<file path="src/verilog/game_io_pkg.sv">
////////////////////
// Shared definitions of the game board I/O block
// Register address and data types
// Port register addresses and pin masks
// Timer 0 register addresses and field positions
////////////////////

package game_io_pkg;

    typedef logic [7:0] io_addr_t;
    typedef logic [7:0] io_data_t;

    localparam int NUM_PORTS = 5;

    // PIN address of each port with DDR at +1 and PORT at +2
    localparam io_addr_t PB_BASE = 8'h23;
    localparam io_addr_t PC_BASE = 8'h26;
    localparam io_addr_t PD_BASE = 8'h29;
    localparam io_addr_t PE_BASE = 8'h2C;
    localparam io_addr_t PF_BASE = 8'h2F;

    localparam io_data_t PB_PIN_MASK = 8'hF0;
    localparam io_data_t PC_PIN_MASK = 8'hC0;
    localparam io_data_t PD_PIN_MASK = 8'hD0;
    localparam io_data_t PE_PIN_MASK = 8'h40;
    localparam io_data_t PF_PIN_MASK = 8'hF3;

    localparam io_data_t PB_INV_MASK = 8'h10;  // Button B
    localparam io_data_t PC_INV_MASK = 8'h00;
    localparam io_data_t PD_INV_MASK = 8'h00;
    localparam io_data_t PE_INV_MASK = 8'h40;  // Button A
    localparam io_data_t PF_INV_MASK = 8'hF0;  // Direction keys

    localparam io_data_t PB_OUT_MASK = 8'hEF;
    localparam io_data_t PC_OUT_MASK = 8'hC0;
    localparam io_data_t PD_OUT_MASK = 8'hFF;
    localparam io_data_t PE_OUT_MASK = 8'h00;
    localparam io_data_t PF_OUT_MASK = 8'h00;

    // Timer 0 registers
    localparam io_addr_t TCCRA_ADDR = 8'h44;
    localparam io_addr_t TCCRB_ADDR = 8'h45;
    localparam io_addr_t TCNT_ADDR  = 8'h46;
    localparam io_addr_t OCRA_ADDR  = 8'h47;
    localparam io_addr_t OCRB_ADDR  = 8'h48;
    localparam io_addr_t TIMSK_ADDR = 8'h6E;
    localparam io_addr_t TIFR_ADDR  = 8'h35;

    // Flag bits share one layout in TIFR and TIMSK
    localparam int TOV_BIT  = 0;
    localparam int OCFA_BIT = 1;
    localparam int OCFB_BIT = 2;

    localparam int CS_MSB   = 2;  // TCCRB clock select
    localparam int CS_LSB   = 0;
    localparam int WGM1_BIT = 1;  // CTC mode in TCCRA
    localparam int COMA_MSB = 7;  // TCCRA compare output mode A
    localparam int COMA_LSB = 6;

    localparam int PRESCALE_WIDTH = 10;

endpackage

</file>
<file path="src/verilog/io_bus_if.sv">
////////////////////
// Internal register bus
// Bridge drives, peripherals listen
////////////////////

interface io_bus_if
    import game_io_pkg::*;
();

    io_addr_t addr;   // Held from the APB setup phase
    io_data_t wdata;
    logic     wr;     // Access cycle of a write
    logic     rd;     // Access cycle of a read

    modport bridge (
        output addr,
        output wdata,
        output wr,
        output rd
    );

    modport periph (
        input addr,
        input wdata,
        input wr,
        input rd
    );

endinterface

</file>
<file path="src/verilog/apb_io_bridge.sv">
////////////////////
// APB slave for the I/O registers
// Address hold, write and read strobes
// OR of the peripheral read data
////////////////////

module apb_io_bridge
    import game_io_pkg::*;
(
    input  logic                     clk,
    input  logic                     rst,
    input  io_addr_t                 paddr,
    input  logic                     psel,
    input  logic                     penable,
    input  logic                     pwrite,
    input  io_data_t                 pwdata,
    output io_data_t                 prdata,
    input  io_data_t [NUM_PORTS-1:0] port_rdata,
    input  io_data_t                 tim_rdata,
    io_bus_if.bridge                 bus
);

    io_addr_t addr_q;
    logic     access;

    assign access = psel && penable;  // No wait states

    // Address captured in the setup phase
    always_ff @(posedge clk)
    begin
        if (rst)
            addr_q <= '0;
        else if (psel && !penable)
            addr_q <= paddr;
    end

    assign bus.addr  = addr_q;
    assign bus.wdata = pwdata;
    assign bus.wr    = access && pwrite;
    assign bus.rd    = access && !pwrite;

    // Unselected peripherals return zero
    always_comb
    begin
        prdata = tim_rdata;
        for (int i = 0; i < NUM_PORTS; i++)
            prdata = prdata | port_rdata[i];
    end

endmodule

</file>
<file path="src/verilog/pio_port.sv">
////////////////////
// One parallel I/O port
// PIN sampling with inversion and pin mask
// DDR and PORT registers, pin drive
////////////////////

module pio_port
    import game_io_pkg::*;
#(
    parameter io_addr_t BASE     = PB_BASE,
    parameter io_data_t PIN_MASK = 8'hFF,
    parameter io_data_t INV_MASK = 8'h00,
    parameter io_data_t OUT_MASK = 8'hFF
)
(
    input  logic     clk,
    input  logic     rst,
    io_bus_if.periph bus,
    input  io_data_t pins,
    output io_data_t rdata,
    output io_data_t drive
);

    localparam io_addr_t DDR_ADDR  = BASE + 8'd1;
    localparam io_addr_t PORT_ADDR = BASE + 8'd2;

    io_data_t pin_q;
    io_data_t ddr;
    io_data_t port;

    // Pin sampler with one cycle of latency
    always_ff @(posedge clk)
    begin
        pin_q <= (pins ^ INV_MASK) & PIN_MASK;
    end

    // Bits outside OUT_MASK stay zero, so an input-only port keeps nothing
    always_ff @(posedge clk)
    begin
        if (rst)
        begin
            ddr  <= '0;
            port <= '0;
        end
        else if (bus.wr)
        begin
            if (bus.addr == DDR_ADDR)
                ddr <= bus.wdata & OUT_MASK;
            if (bus.addr == PORT_ADDR)
                port <= bus.wdata & OUT_MASK;
        end
    end

    always_comb
    begin
        rdata = '0;
        if (bus.rd)
        begin
            case (bus.addr)
                BASE:      rdata = pin_q;
                DDR_ADDR:  rdata = ddr;
                PORT_ADDR: rdata = port;
                default:   rdata = '0;
            endcase
        end
    end

    assign drive = port & ddr;  // Only pins set as outputs drive

endmodule

</file>
<file path="src/verilog/timer8.sv">
////////////////////
// Timer 0 with its prescaler
// Normal and CTC counting, compare A and B
// Overflow and compare flags, TIMSK, irq
// OC0A toggle output
////////////////////

module timer8
    import game_io_pkg::*;
(
    input  logic     clk,
    input  logic     rst,
    io_bus_if.periph bus,
    output io_data_t rdata,
    output logic     oca,
    output logic     oca_connect,
    output logic     irq
);

    logic [PRESCALE_WIDTH-1:0] presc;
    io_data_t                  tccra;
    io_data_t                  tccrb;
    io_data_t                  tcnt;
    io_data_t                  ocra;
    io_data_t                  ocrb;
    logic [OCFB_BIT:0]         timsk;
    logic [OCFB_BIT:0]         tifr;
    logic [OCFB_BIT:0]         flag_set;
    logic [OCFB_BIT:0]         flag_clr;
    logic [CS_MSB:CS_LSB]      cs;
    logic [1:0]                coma;
    logic                      ctc;
    logic                      tick;
    logic                      wr_tccra;
    logic                      wr_tccrb;
    logic                      wr_tcnt;
    logic                      wr_ocra;
    logic                      wr_ocrb;
    logic                      wr_timsk;
    logic                      wr_tifr;

    assign wr_tccra = bus.wr && (bus.addr == TCCRA_ADDR);
    assign wr_tccrb = bus.wr && (bus.addr == TCCRB_ADDR);
    assign wr_tcnt  = bus.wr && (bus.addr == TCNT_ADDR);
    assign wr_ocra  = bus.wr && (bus.addr == OCRA_ADDR);
    assign wr_ocrb  = bus.wr && (bus.addr == OCRB_ADDR);
    assign wr_timsk = bus.wr && (bus.addr == TIMSK_ADDR);
    assign wr_tifr  = bus.wr && (bus.addr == TIFR_ADDR);

    assign cs   = tccrb[CS_MSB:CS_LSB];
    assign coma = tccra[COMA_MSB:COMA_LSB];
    assign ctc  = tccra[WGM1_BIT];

    // Free-running prescaler
    always_ff @(posedge clk)
    begin
        if (rst)
            presc <= '0;
        else
            presc <= presc + 1'b1;
    end

    always_comb
    begin
        case (cs)
            3'd1:    tick = 1'b1;
            3'd2:    tick = &presc[2:0];  // clk/8
            3'd3:    tick = &presc[5:0];  // clk/64
            3'd4:    tick = &presc[7:0];  // clk/256
            3'd5:    tick = &presc;       // clk/1024
            default: tick = 1'b0;         // Stop and external sources
        endcase
    end

    // Control and compare registers
    always_ff @(posedge clk)
    begin
        if (rst)
        begin
            tccra <= '0;
            tccrb <= '0;
            ocra  <= '0;
            ocrb  <= '0;
            timsk <= '0;
        end
        else
        begin
            if (wr_tccra)
                tccra <= bus.wdata;
            if (wr_tccrb)
                tccrb <= bus.wdata;
            if (wr_ocra)
                ocra <= bus.wdata;
            if (wr_ocrb)
                ocrb <= bus.wdata;
            if (wr_timsk)
                timsk <= bus.wdata[OCFB_BIT:0];
        end
    end

    // A bus write wins over the tick
    always_ff @(posedge clk)
    begin
        if (rst)
            tcnt <= '0;
        else if (wr_tcnt)
            tcnt <= bus.wdata;
        else if (tick)
            tcnt <= (ctc && tcnt == ocra) ? 8'd0 : tcnt + 8'd1;
    end

    assign flag_set[TOV_BIT]  = tick && (tcnt == 8'hFF);
    assign flag_set[OCFA_BIT] = tick && (tcnt == ocra);
    assign flag_set[OCFB_BIT] = tick && (tcnt == ocrb);
    assign flag_clr           = wr_tifr ? bus.wdata[OCFB_BIT:0] : '0;

    // A new event wins over write one to clear
    always_ff @(posedge clk)
    begin
        if (rst)
        begin
            tifr <= '0;
            irq  <= 1'b0;
            oca  <= 1'b0;
        end
        else
        begin
            tifr <= (tifr & ~flag_clr) | flag_set;
            irq  <= |(tifr & timsk);
            if (flag_set[OCFA_BIT] && coma == 2'b01)
                oca <= ~oca;  // Toggle on compare match
        end
    end

    assign oca_connect = |coma;

    always_comb
    begin
        rdata = '0;
        if (bus.rd)
        begin
            case (bus.addr)
                TCCRA_ADDR: rdata = tccra;
                TCCRB_ADDR: rdata = tccrb;
                TCNT_ADDR:  rdata = tcnt;
                OCRA_ADDR:  rdata = ocra;
                OCRB_ADDR:  rdata = ocrb;
                TIMSK_ADDR: rdata = {5'd0, timsk};
                TIFR_ADDR:  rdata = {5'd0, tifr};
                default:    rdata = '0;
            endcase
        end
    end

endmodule

</file>
<file path="src/verilog/game_io_top.sv">
////////////////////
// Game board I/O subsystem top level
// APB bridge, ports B to F, timer 0
// Button and LED/buzzer/display pin map
////////////////////

module game_io_top
    import game_io_pkg::*;
(
    input  logic       clk,
    input  logic       rst,
    input  io_addr_t   paddr,
    input  logic       psel,
    input  logic       penable,
    input  logic       pwrite,
    input  io_data_t   pwdata,
    output io_data_t   prdata,
    input  logic [5:0] buttons,
    output logic [2:0] rgb,
    output logic       buzzer1,
    output logic       dc,
    output logic       irq
);

    io_data_t [NUM_PORTS-1:0] port_rdata;
    io_data_t                 tim_rdata;
    io_data_t                 pb_pins;
    io_data_t                 pe_pins;
    io_data_t                 pf_pins;
    io_data_t                 pb_drive;
    io_data_t                 pc_drive;
    io_data_t                 pd_drive;
    logic                     oca;
    logic                     oca_connect;

    io_bus_if bus ();

    apb_io_bridge u_bridge (
        .clk(clk), .rst(rst),
        .paddr(paddr), .psel(psel), .penable(penable), .pwrite(pwrite),
        .pwdata(pwdata), .prdata(prdata),
        .port_rdata(port_rdata), .tim_rdata(tim_rdata),
        .bus(bus)
    );

    // Button B on B4, A on E6, up/right/left/down on F7..F4
    assign pb_pins = {3'b000, buttons[5], 4'b0000};
    assign pe_pins = {1'b0, buttons[4], 6'b000000};
    assign pf_pins = {buttons[3], buttons[0], buttons[1], buttons[2], 4'b0000};

    pio_port #(.BASE(PB_BASE), .PIN_MASK(PB_PIN_MASK), .INV_MASK(PB_INV_MASK),
               .OUT_MASK(PB_OUT_MASK)) port_b (
        .clk(clk), .rst(rst), .bus(bus), .pins(pb_pins),
        .rdata(port_rdata[0]), .drive(pb_drive)
    );

    pio_port #(.BASE(PC_BASE), .PIN_MASK(PC_PIN_MASK), .INV_MASK(PC_INV_MASK),
               .OUT_MASK(PC_OUT_MASK)) port_c (
        .clk(clk), .rst(rst), .bus(bus), .pins(8'h00),
        .rdata(port_rdata[1]), .drive(pc_drive)
    );

    pio_port #(.BASE(PD_BASE), .PIN_MASK(PD_PIN_MASK), .INV_MASK(PD_INV_MASK),
               .OUT_MASK(PD_OUT_MASK)) port_d (
        .clk(clk), .rst(rst), .bus(bus), .pins(8'h00),
        .rdata(port_rdata[2]), .drive(pd_drive)
    );

    // E and F are input only
    pio_port #(.BASE(PE_BASE), .PIN_MASK(PE_PIN_MASK), .INV_MASK(PE_INV_MASK),
               .OUT_MASK(PE_OUT_MASK)) port_e (
        .clk(clk), .rst(rst), .bus(bus), .pins(pe_pins),
        .rdata(port_rdata[3]), .drive()
    );

    pio_port #(.BASE(PF_BASE), .PIN_MASK(PF_PIN_MASK), .INV_MASK(PF_INV_MASK),
               .OUT_MASK(PF_OUT_MASK)) port_f (
        .clk(clk), .rst(rst), .bus(bus), .pins(pf_pins),
        .rdata(port_rdata[4]), .drive()
    );

    timer8 u_timer0 (
        .clk(clk), .rst(rst), .bus(bus), .rdata(tim_rdata),
        .oca(oca), .oca_connect(oca_connect), .irq(irq)
    );

    // Common anode LED where a low lights a colour
    assign rgb[2] = ~pb_drive[6];
    assign rgb[1] = oca_connect ? ~oca : ~pb_drive[7];  // OC0A takes over B7
    assign rgb[0] = ~pb_drive[5];

    assign buzzer1 = pc_drive[6];
    assign dc      = pd_drive[4];  // Display data/command

endmodule

</file>
<file path="config.mk">
export PLATFORM = sky130hd
export DESIGN_NAME = game_io_top
export DESIGN_NICKNAME = d
export VERILOG_FILES = /design/src/verilog/game_io_pkg.sv /design/src/verilog/io_bus_if.sv /design/src/verilog/apb_io_bridge.sv /design/src/verilog/pio_port.sv /design/src/verilog/timer8.sv /design/src/verilog/game_io_top.sv
export SDC_FILE = /design/constraint.sdc
export NUM_CORES = 1
export LEC_CHECK = 0
export BUFFER_PORTS_ARGS = -buffer_cell sky130_fd_sc_hd__clkbuf_2
export CAP_MARGIN = 20
export CORE_MARGIN = 1
export CORE_UTILIZATION = 64
export CTS_BUF_LIST = sky130_fd_sc_hd__clkbuf_16
export CTS_CLUSTER_SIZE = 28
export DETAILED_ROUTE_END_ITERATION = 8
export GPL_TIMING_DRIVEN = 0
export PLACE_DENSITY = 0.84
export SYNTH_ARGS = -nofsm -noshare
export SYNTH_HDL_FRONTEND = slang
export SYNTH_SLANG_ARGS = --single-unit
</file>
<file path="constraint.sdc">
create_clock -name clk -period 7 [get_ports clk]
set_input_delay 1.4 -clock clk [delete_from_list [all_inputs] [get_ports clk]]
set_output_delay 1.4 -clock clk [all_outputs]
set_load 0.05 [all_outputs]
</file>
## Word level (Yosys, flattened, before mapping)

Index checks and enable logic that the tools add are counted.

- Bits in registers: 106

- $add $sub $neg: 2
- Equal/unequal tests: 25
- Mux-type cells: 18
- Bitwise gates (word level): 19
- Reductions and logical operators: 31

Operators by type and width:

| cell | count |
|---|---|
| $eq A8 B6 Y1 const B | 10 |
| $mux W8 | 9 |
| $pmux W8 S7 | 1 |
| $eq A8 B7 Y1 const B | 6 |
| $or A8 B8 Y8 | 5 |
| $pmux W8 S2 | 2 |
| $pmux W8 S3 | 1 |
| $eq A8 B8 Y1 | 2 |
| $logic_and A1 B1 Y1 | 16 |
| $mux W7 | 2 |
| $reduce_and A2 Y1 | 6 |
| $add A10 B1 Y10 const B | 1 |
| $reduce_and A10 Y1 | 1 |
| $add A8 B1 Y8 const B | 1 |
| $and A8 B8 Y8 | 1 |
| $eq A8 B8 Y1 const B | 1 |
| $reduce_and A8 Y1 | 1 |
| $and A7 B7 Y7 | 1 |
| $and A3 B3 Y3 | 2 |
| $eq A3 B2 Y1 const B | 2 |
| $eq A3 B3 Y1 const B | 2 |
| $not A1 Y1 | 6 |
| $reduce_and A6 Y1 | 1 |
| $and A5 B5 Y5 | 1 |
| 13 further kinds | 14 |

## Depth between registers and ports, before layout

Gate-level depths: netlist of the first run.

- Depth in word-level cells: 8
- Mapped depth: 8
- Depth with buffers taken out: 7

## Cells and area by module

From an unflattened synthesis of the first run, not the netlist that was laid out.

- Cell total of the unflattened synthesis: 764
- Area total of the unflattened synthesis: 6701.4 sq um

Modules (own cells, without submodules):

| module | instances | cells an instance | area an instance (sq um) | seq. area each (sq um) |
|---|---|---|---|---|
| timer8 | 1 | 375 | 3194.3 | 1161.1 |
| pio_port (port_d) | 1 | 100 | 991.0 | 380.4 |
| pio_port (port_b) | 1 | 109 | 958.4 | 360.3 |
| apb_io_bridge | 1 | 71 | 588.1 | 160.2 |
| pio_port (port_c) | 1 | 49 | 467.9 | 120.1 |
| pio_port (port_f) | 1 | 35 | 307.8 | 120.1 |
| pio_port (port_e) | 1 | 21 | 172.7 | 20.0 |
| game_io_top | 1 | 4 | 21.3 | 0.0 |

## Worst setup path before layout of the first run

Ideal clock, no wire load.

- Kind: input-to-output
- Start: input pwrite
- End: output prdata[0]
- Arrival time: 2533 ps
- Setup slack: 3067 ps
- Stages: 2
- Buffers on the path: 0
- Cells stage by stage: nand3b_1 > a41oi_1

- Word-level cells in the longest chain between the ends: 8
- Elaborated cells between the ends (all ways): 13
- Classes of those cells: mux: 6; bitwise: 5; reduce/logical: 2

Ends and longest elaborated chain:

| item | RTL line | text |
|---|---|---|
| start: declaration | game_io_top.sv:15 | `input logic pwrite,` |
| $logic_not A1 Y1 (*) | apb_io_bridge.sv:40 | `assign bus.rd = access && !pwrite;` |
| $logic_and A1 B1 Y1 (*) | apb_io_bridge.sv:40 |  |
| $mux W8, on equally long branches | timer8.sv:140, pio_port.sv:57 |  |
| $or A8 B8 Y8 (4 in series) | apb_io_bridge.sv:47 | `prdata = prdata \| port_rdata[i];` |
| $or A8 B8 Y8 (*) | apb_io_bridge.sv:47 |  |
| end: declaration | game_io_top.sv:17 | `output io_data_t prdata,` |

Every way passes the cells marked *; elsewhere a longest branch is shown, timed or not.

## Worst setup path after layout of the first run

- Start: register u_bridge.addr_q[1], in the netlist u_bridge.bus.addr[1]
- End: output prdata[0]

- Word-level cells in the longest chain between the ends: 8
- Elaborated cells between the ends (all ways): 23
- Classes of those cells: eq/ne: 12; mux: 6; bitwise: 5

Ends and longest elaborated chain:

| item | RTL line | text |
|---|---|---|
| start: declaration | apb_io_bridge.sv:23 | `io_addr_t addr_q;` |
| start signal: assignment | apb_io_bridge.sv:34 | `addr_q <= paddr;` |
| $eq A8 B6 Y1, or another cell as far along | timer8.sv:142 | `case (bus.addr)` |
| $pmux W8 S7 / $pmux W8 S3 (equally long branches) | timer8.sv:142, pio_port.sv:59 |  |
| $mux W8, on equally long branches | timer8.sv:140, pio_port.sv:57 |  |
| $or A8 B8 Y8 (2 in series) | apb_io_bridge.sv:47 |  |
| $or A8 B8 Y8 (*) (3 in series) | apb_io_bridge.sv:47 |  |

Marks and branches as above.

==> flow_summary.ini, run 1 <==
[yosys]
syn_inst = 577
synth_fa_ha_area_frac = 0.007250
synthXorXnorAreaFrac = 0.03891
syn_area_sq_um = 5177
synth_compound_area_frac = 0.1107
synth_top_area_cell = dfxtp_1
synthTopCellsByCount = 106 x dfxtp_1, 85 x nor2_1, 57 x mux2i_1, 49 x nand2_1, 44 x nand3_1
synthFlopType = dfxtp_1
synth_top_area_frac = 0.4099
ys_seq_area_frac = 0.4099
syn_avg_cell_area_sq_um = 8.973
synth_area_leaders = dfxtp_1 41%, mux2i_1 11%, nor2_1 6.2%, nand3_1 4.3%, xor2_1 3.9%
synth.area.mux_share = 0.1537
yosys.area_share.simple = 0.2390
yosysWarnings = 0
synth.most_common_cell = dfxtp_1
syn-num-nets = 607
synth_cell_types = 53
synth_top_family_by_area = simple AND/OR/NAND/NOR gates
synth_edf_count = 0
async_flop_share = 0
synth-seq-cells = 106

[clock_network]
cts_root_buf = clkbuf_16
htree_levels = 3
holdBufCountCts = 0
cts_tree = built
post_cts_resized = 0
clockBufferDepth = 2
cts_sinks = 106
insertion_delay_ps = 350
path_clk_slew_ps = 70
cts_setup_buffers = 0
cts_made_buffers = 9

[place]
io_buffers = 38
dpl.hpwl_um = 10350
place.gp.congestion = 0.9233

[routing]
via_per_inst = 6.413
routed.top_layer = met4
drt-pass1-iter-count = 5
routed-wl-met2_um = 7056
finalWirelength_um = 14450
vias = 4701
routedWlPerCell_um = 19.71
drtIter0Drc = 427
wl_met3_um = 1397
antenna_left = 0
drc = 0
wirelength_met1_um = 5314

[power]
peakVddDrop_v = 0.0001481
power.density_nw_per_um2 = 207.9
power_leakage_nw = 2.338

[floorplan]
boundaryPins = 41
num_rows = 32
die_area_sq_um = 8454
core-area_sq_um = 7767
die_x_um = 91.95
fp.dieH_um = 91.95
start_util = 0.6666

[timing]
maxSlewHeadroom = 0.3065
setup_tns_ps = 0
min_period_over_period = 0.6141
setup_viol = 0
hold_violations = 0
fin_crit_ps = 4299
tightest_slew_ps = 1026
rsz0062_at_grt = false
whs_ps = 463.8
fin_skew_ps = 8.152
fmax_ghz = 0.2326
slew_viol_final = 0

[grt]
grt_pass1_wl_um = 23050
grt_usage = 0.3579
grt_pass1_vias = 4646
grt_max_degree = 17
overflow = 0
antenna_found_initial = 0

[critical_path]
rr_startpoint = u_timer0.presc[0]
cpPeakStageDelay_ps = 610
critPathKind = flop to output port
r2r_slack_ps = 4280
path_cells = clkbuf_1 -> clkbuf_1 -> mux4_2 -> a22oi_1 -> a41oi_1 -> clkbuf_2
regToRegEndpoint = u_timer0.oca
crit_family = buffers and inverters
startpoint_type = flop
cp.required_ps = 5600
slowest_stage = clkbuf_1
cp.depth = 6
reg2regPathDepth = 7
cp.arrival_ps = 2900
cp_max_fo = 10
critPathCaptureType = output port
crit_buf_inv = 3
cpMostUsedCell = clkbuf_1

[status]
outcome = complete, no violations

[job]
drv_cap = 0

[cells_and_area]
drive_gt1_frac = 0.1379
num_antenna_cells = 0
syn_to_final_growth_pct = 11.70
nNetsFinal = 656

[worst_hold_path]
min_path_type = flop to flop
min_from = port_d.ddr[5]
holdPathStages = 2
worstHoldEndpoint = port_d.ddr[5]
logic make-up (layout without fill, tap and decap cells):
| logic type | count (synthesis) | after routing |
|---|---|---|
| AO/OA/AOI/OAI | 85 | 85 |
| XOR/XNOR | 23 | 23 |
| adder cells (fa/ha/maj) | 3 | 3 |
| buffers and inverters | 50 | 104 |
| flip-flops | 106 | 106 |
| multiplexers | 69 | 69 |
| AND/OR/NAND/NOR | 241 | 241 |
how the worst max path moves through the flow:
| stage | from | end |
|---|---|---|
| floorplan | pwrite | prdata[0] |
| global placement | pwrite | prdata[2] |
| detailed placement | pwrite | prdata[5] |
| CTS | u_bridge.bus.addr[1] | prdata[0] |
| global route | u_bridge.bus.addr[1] | prdata[6] |
| finish | u_bridge.bus.addr[1] | prdata[0] |
cell usage in the layout, fill, tap and decap left out, types with 9 or more instances in the layout:
master,count
nand2_1,49
dfxtp_1,106
a31oi_1,9
clkbuf_16,9
clkbuf_1,31
mux2i_1,57
nand3_1,44
a21oi_1,30
xor2_1,23
nor2_1,85
clkbuf_2,38
a22oi_1,9
layer usage:
metal,vias to the layer above,global-route usage
li1,2154,-
met1,2227,0.4048
met2,261,0.6163
met3,59,0.08872
met4,0,0.1966
met5,-,0
metrics by stage:
step	cell area (sq um)	setup WS (ps)	power (mW)	util	instances
after floorplan	5177	3067	0.6872	-	577
after global placement	5495	3133	0.7177	0.7075	717
after detailed placement	5495	3134	0.7204	0.7075	717
after CTS	5783	2829	1.204	0.7445	733
after global routing	5783	2635	1.238	0.7445	733
final	5783	2701	1.203	0.7445	733
report_power, final:
| part | total [mW] | switching (mW) | internal (mW) |
|---|---|---|---|
| Clock | 0.493 | 0.219 | 0.274 |
| Combinational | 0.0921 | 0.0628 | 0.0294 |
| Sequential | 0.618 | 0.00648 | 0.611 |
| Total | 1.20 | 0.288 | 0.914 |
flip-flops by register name, summed over array words and instances, names as in the netlist, 8 cells and up:
| register | cells |
|---|---|
| u_timer0.tcnt | 8 |
| u_timer0.presc | 10 |
| u_bridge.bus.addr | 8 |
| u_timer0.ocra | 8 |
| port_d.ddr | 8 |
| u_timer0.tccrb | 8 |
| u_timer0.ocrb | 8 |
| u_timer0.tccra | 8 |
| port_d.port | 8 |
final cells by class:
class	count	area, sq um
repair buffers	38	190.2
plain buffers	44	187.7
inverters	6	22.52
well taps	102	127.6
fillers	613	1984
clock inverters	7	62.56
flip-flops and latches	106	2122
clock buffers	9	225.2
multi-input cells	421	2845
tightest hold or removal path, delay by kind of cell (launching register included):
kind / cells / cell delay (ps)
and+or+nand+nor: 1 / 50
AOI/OAI and AO/OA: 1 / 50
DFF: 1 / 320
Power figures use the tool's default switching activity.
==> run 2: changes to the inputs <==
--- a/config.mk
+++ b/config.mk
@@ -5,15 +5,16 @@
 export SDC_FILE = /design/constraint.sdc
 export NUM_CORES = 1
 export LEC_CHECK = 0
+export ABC_AREA = 1
 export BUFFER_PORTS_ARGS = -buffer_cell sky130_fd_sc_hd__clkbuf_2
 export CAP_MARGIN = 20
 export CORE_MARGIN = 1
-export CORE_UTILIZATION = 64
+export CORE_UTILIZATION = 54
 export CTS_BUF_LIST = sky130_fd_sc_hd__clkbuf_16
 export CTS_CLUSTER_SIZE = 28
 export DETAILED_ROUTE_END_ITERATION = 8
 export GPL_TIMING_DRIVEN = 0
-export PLACE_DENSITY = 0.84
+export PLACE_DENSITY = 0.76
 export SYNTH_ARGS = -nofsm -noshare
 export SYNTH_HDL_FRONTEND = slang
 export SYNTH_SLANG_ARGS = --single-unit
==> constraint.sdc (replaced) <==
create_clock -name clk -period 3.7 [get_ports clk]
set_input_delay 0.74 -clock clk [delete_from_list [all_inputs] [get_ports clk]]
set_output_delay 0.74 -clock clk [all_outputs]
set_load 0.05 [all_outputs]
==> flow_summary.ini, run 2 <==
[floorplan]
num_rows = 35
core-area_sq_um = 9415
start_util = 0.5685
die_area_sq_um = 10310
boundaryPins = 41
fp.dieH_um = 101.6
die_x_um = 101.6

[clock_network]
insertion_delay_ps = 350
holdBufCountCts = 0
post_cts_resized = 0
cts_setup_buffers = 0
cts_made_buffers = 9
cts_root_buf = clkbuf_16
clockBufferDepth = 2
htree_levels = 3
cts_tree = built
cts_sinks = 106
path_clk_slew_ps = 70

[critical_path]
reg2regPathDepth = 10
r2r_slack_ps = 1720
critPathKind = flop to output port
rr_startpoint = u_timer0.presc[0]
cp.arrival_ps = 2610
cp_max_fo = 10
startpoint = u_bridge.bus.addr[4]
regToRegEndpoint = u_timer0.tcnt[0]
setup.worst_path.end = prdata[2]
critPathCaptureType = output port
cp.required_ps = 2960
startpoint_type = flop

[job]
drv_cap = 0

[yosys]
synth_area_leaders = dfxtp_1 40%, inv_1 9.1%, nand2_1 8.6%, a21oi_1 8.4%, o21ai_0 7.0%
synth-seq-cells = 106
synth_top_area_frac = 0.3964
syn-num-nets = 806
synthTopCellsByCount = 130 x inv_1, 123 x nand2_1, 106 x dfxtp_1, 90 x a21oi_1, 75 x o21ai_0
syn_area_sq_um = 5353
synth_top_area_cell = dfxtp_1
syn_avg_cell_area_sq_um = 6.898
synth_cell_types = 39
synth.most_common_cell = inv_1
ys_seq_area_frac = 0.3964
async_flop_share = 0
synth_edf_count = 0
yosysWarnings = 0
syn_inst = 776
synthFlopType = dfxtp_1

[place]
io_buffers = 35
place_ws_ps = 691.0
place.gp.congestion = 0.9661
dpl.hpwl_um = 11510
dp.cells = 940

[routing]
drc = 0
vias = 5425
via_per_inst = 5.681
finalWirelength_um = 15350
drt-pass1-iter-count = 5
antenna_left = 0
routedWlPerCell_um = 16.07
drtIter0Drc = 660

[cells_and_area]
stdcell_count = 955
largest_reg_flops = 10
utilization = 0.6346
num_antenna_cells = 0
syn_to_final_growth_pct = 11.62
drive_gt1_frac = 0.1029
mostFrequentLayoutCells = 131 x inv_1, 123 x nand2_1, 106 x dfxtp_1
nNetsFinal = 852
regMostFlops = u_timer0.presc
layout_commonest_cell = inv_1

[grt]
grt_pass1_vias = 5070
grt_pass1_wl_um = 24830
overflow = 0
grt_max_degree = 17
antenna_found_initial = 0
grt_usage = 0.3136

[timing]
fin_crit_ps = 3351
fin_skew_ps = 9.711
tightest_slew_ps = 891.0
fmax_ghz = 0.2984
setup_viol = 0
min_period_over_period = 0.9056
setup_tns_ps = 0
rsz0062_at_grt = false
worst_slack_ps = 349.3
maxSlewHeadroom = 0.4014
slew_viol_final = 0
hold_violations = 0

[status]
outcome = complete, no violations

[power]
peakVddDrop_v = 0.0002512
p_total_mw = 2.246
power_leakage_nw = 2.332
power.density_nw_per_um2 = 375.9

[worst_hold_path]
min_path_type = flop to flop
min_from = u_timer0.presc[0]
-- run 2: worst min path at each step --
| stage | endpoint | slack, ps | cells past startpoint |
|---|---|---|---|
| after floorplan | u_timer0.presc[0] | 420 | 1 |
| after global placement | u_timer0.presc[0] | 430 | 1 |
| after detailed placement | u_timer0.presc[0] | 450 | 1 |
| after CTS | port_d.port[7] | 460 | 2 |
| after global routing | u_timer0.presc[0] | 480 | 1 |
| final | u_timer0.presc[0] | 450 | 1 |
-- run 2: layer usage --
layer	global-route usage	part of all wire	vias up
li1	-	-	2616
met1	0.4173	0.42	2494
met2	0.5109	0.45	279
met3	0.05659	0.10	36
met4	0.1081	0.030	0
met5	0	0	-
-- run 2: per-stage QoR --
step	hold slack (ps)	area (sq um)
floorplan	417.9	5353
global placement	432.2	5689
detailed placement	445.8	5689
CTS	457.5	5974
global route	482.2	5974
finish	451.7	5974
-- run 2: cell type report --
| cell class | count | area (sq um) |
|---|---|---|
| clock inverters | 6 | 60.06 |
| repair buffers | 35 | 175.2 |
| fillers | 869 | 3441 |
| flip-flops and latches | 106 | 2122 |
| well taps | 129 | 161.4 |
| clock buffers | 9 | 225.2 |
| multi-input cells | 501 | 2535 |
| inverters | 136 | 515.5 |
| plain buffers | 33 | 180.2 |
-- run 2: worst max-delay path, cell delays in order, from the launching register on --
cell      delay [ps]
dfxtp_1          350
inv_1            120
nand2_1          100
nor2_4           280
nand3_1          310
inv_1            230
nand2_1          100
o211ai_1         170
nor2_1            70
nand3_1           80
nand2_1           80
inv_1             90
clkbuf_2         270
-- run 2: power by group --
group          leakage [nW]  switching (mW)  internal, mW
logic                  1.33          0.0942        0.0330
registers             0.858         0.00848          1.15
clock network         0.142           0.439         0.518
total                  2.33           0.542          1.70
-- run 2: logic make-up (layout without fill, tap and decap cells) --
group,Yosys count,count (layout),synth area share
DFF,106,106,0.3964
buffers and inverters,169,219,0.1300
and+or+nand+nor,280,280,0.2391
adders and majority gates,3,3,0.007013
AOI/OAI and AO/OA,203,203,0.2029
xor gates and xnor gates,15,15,0.02454
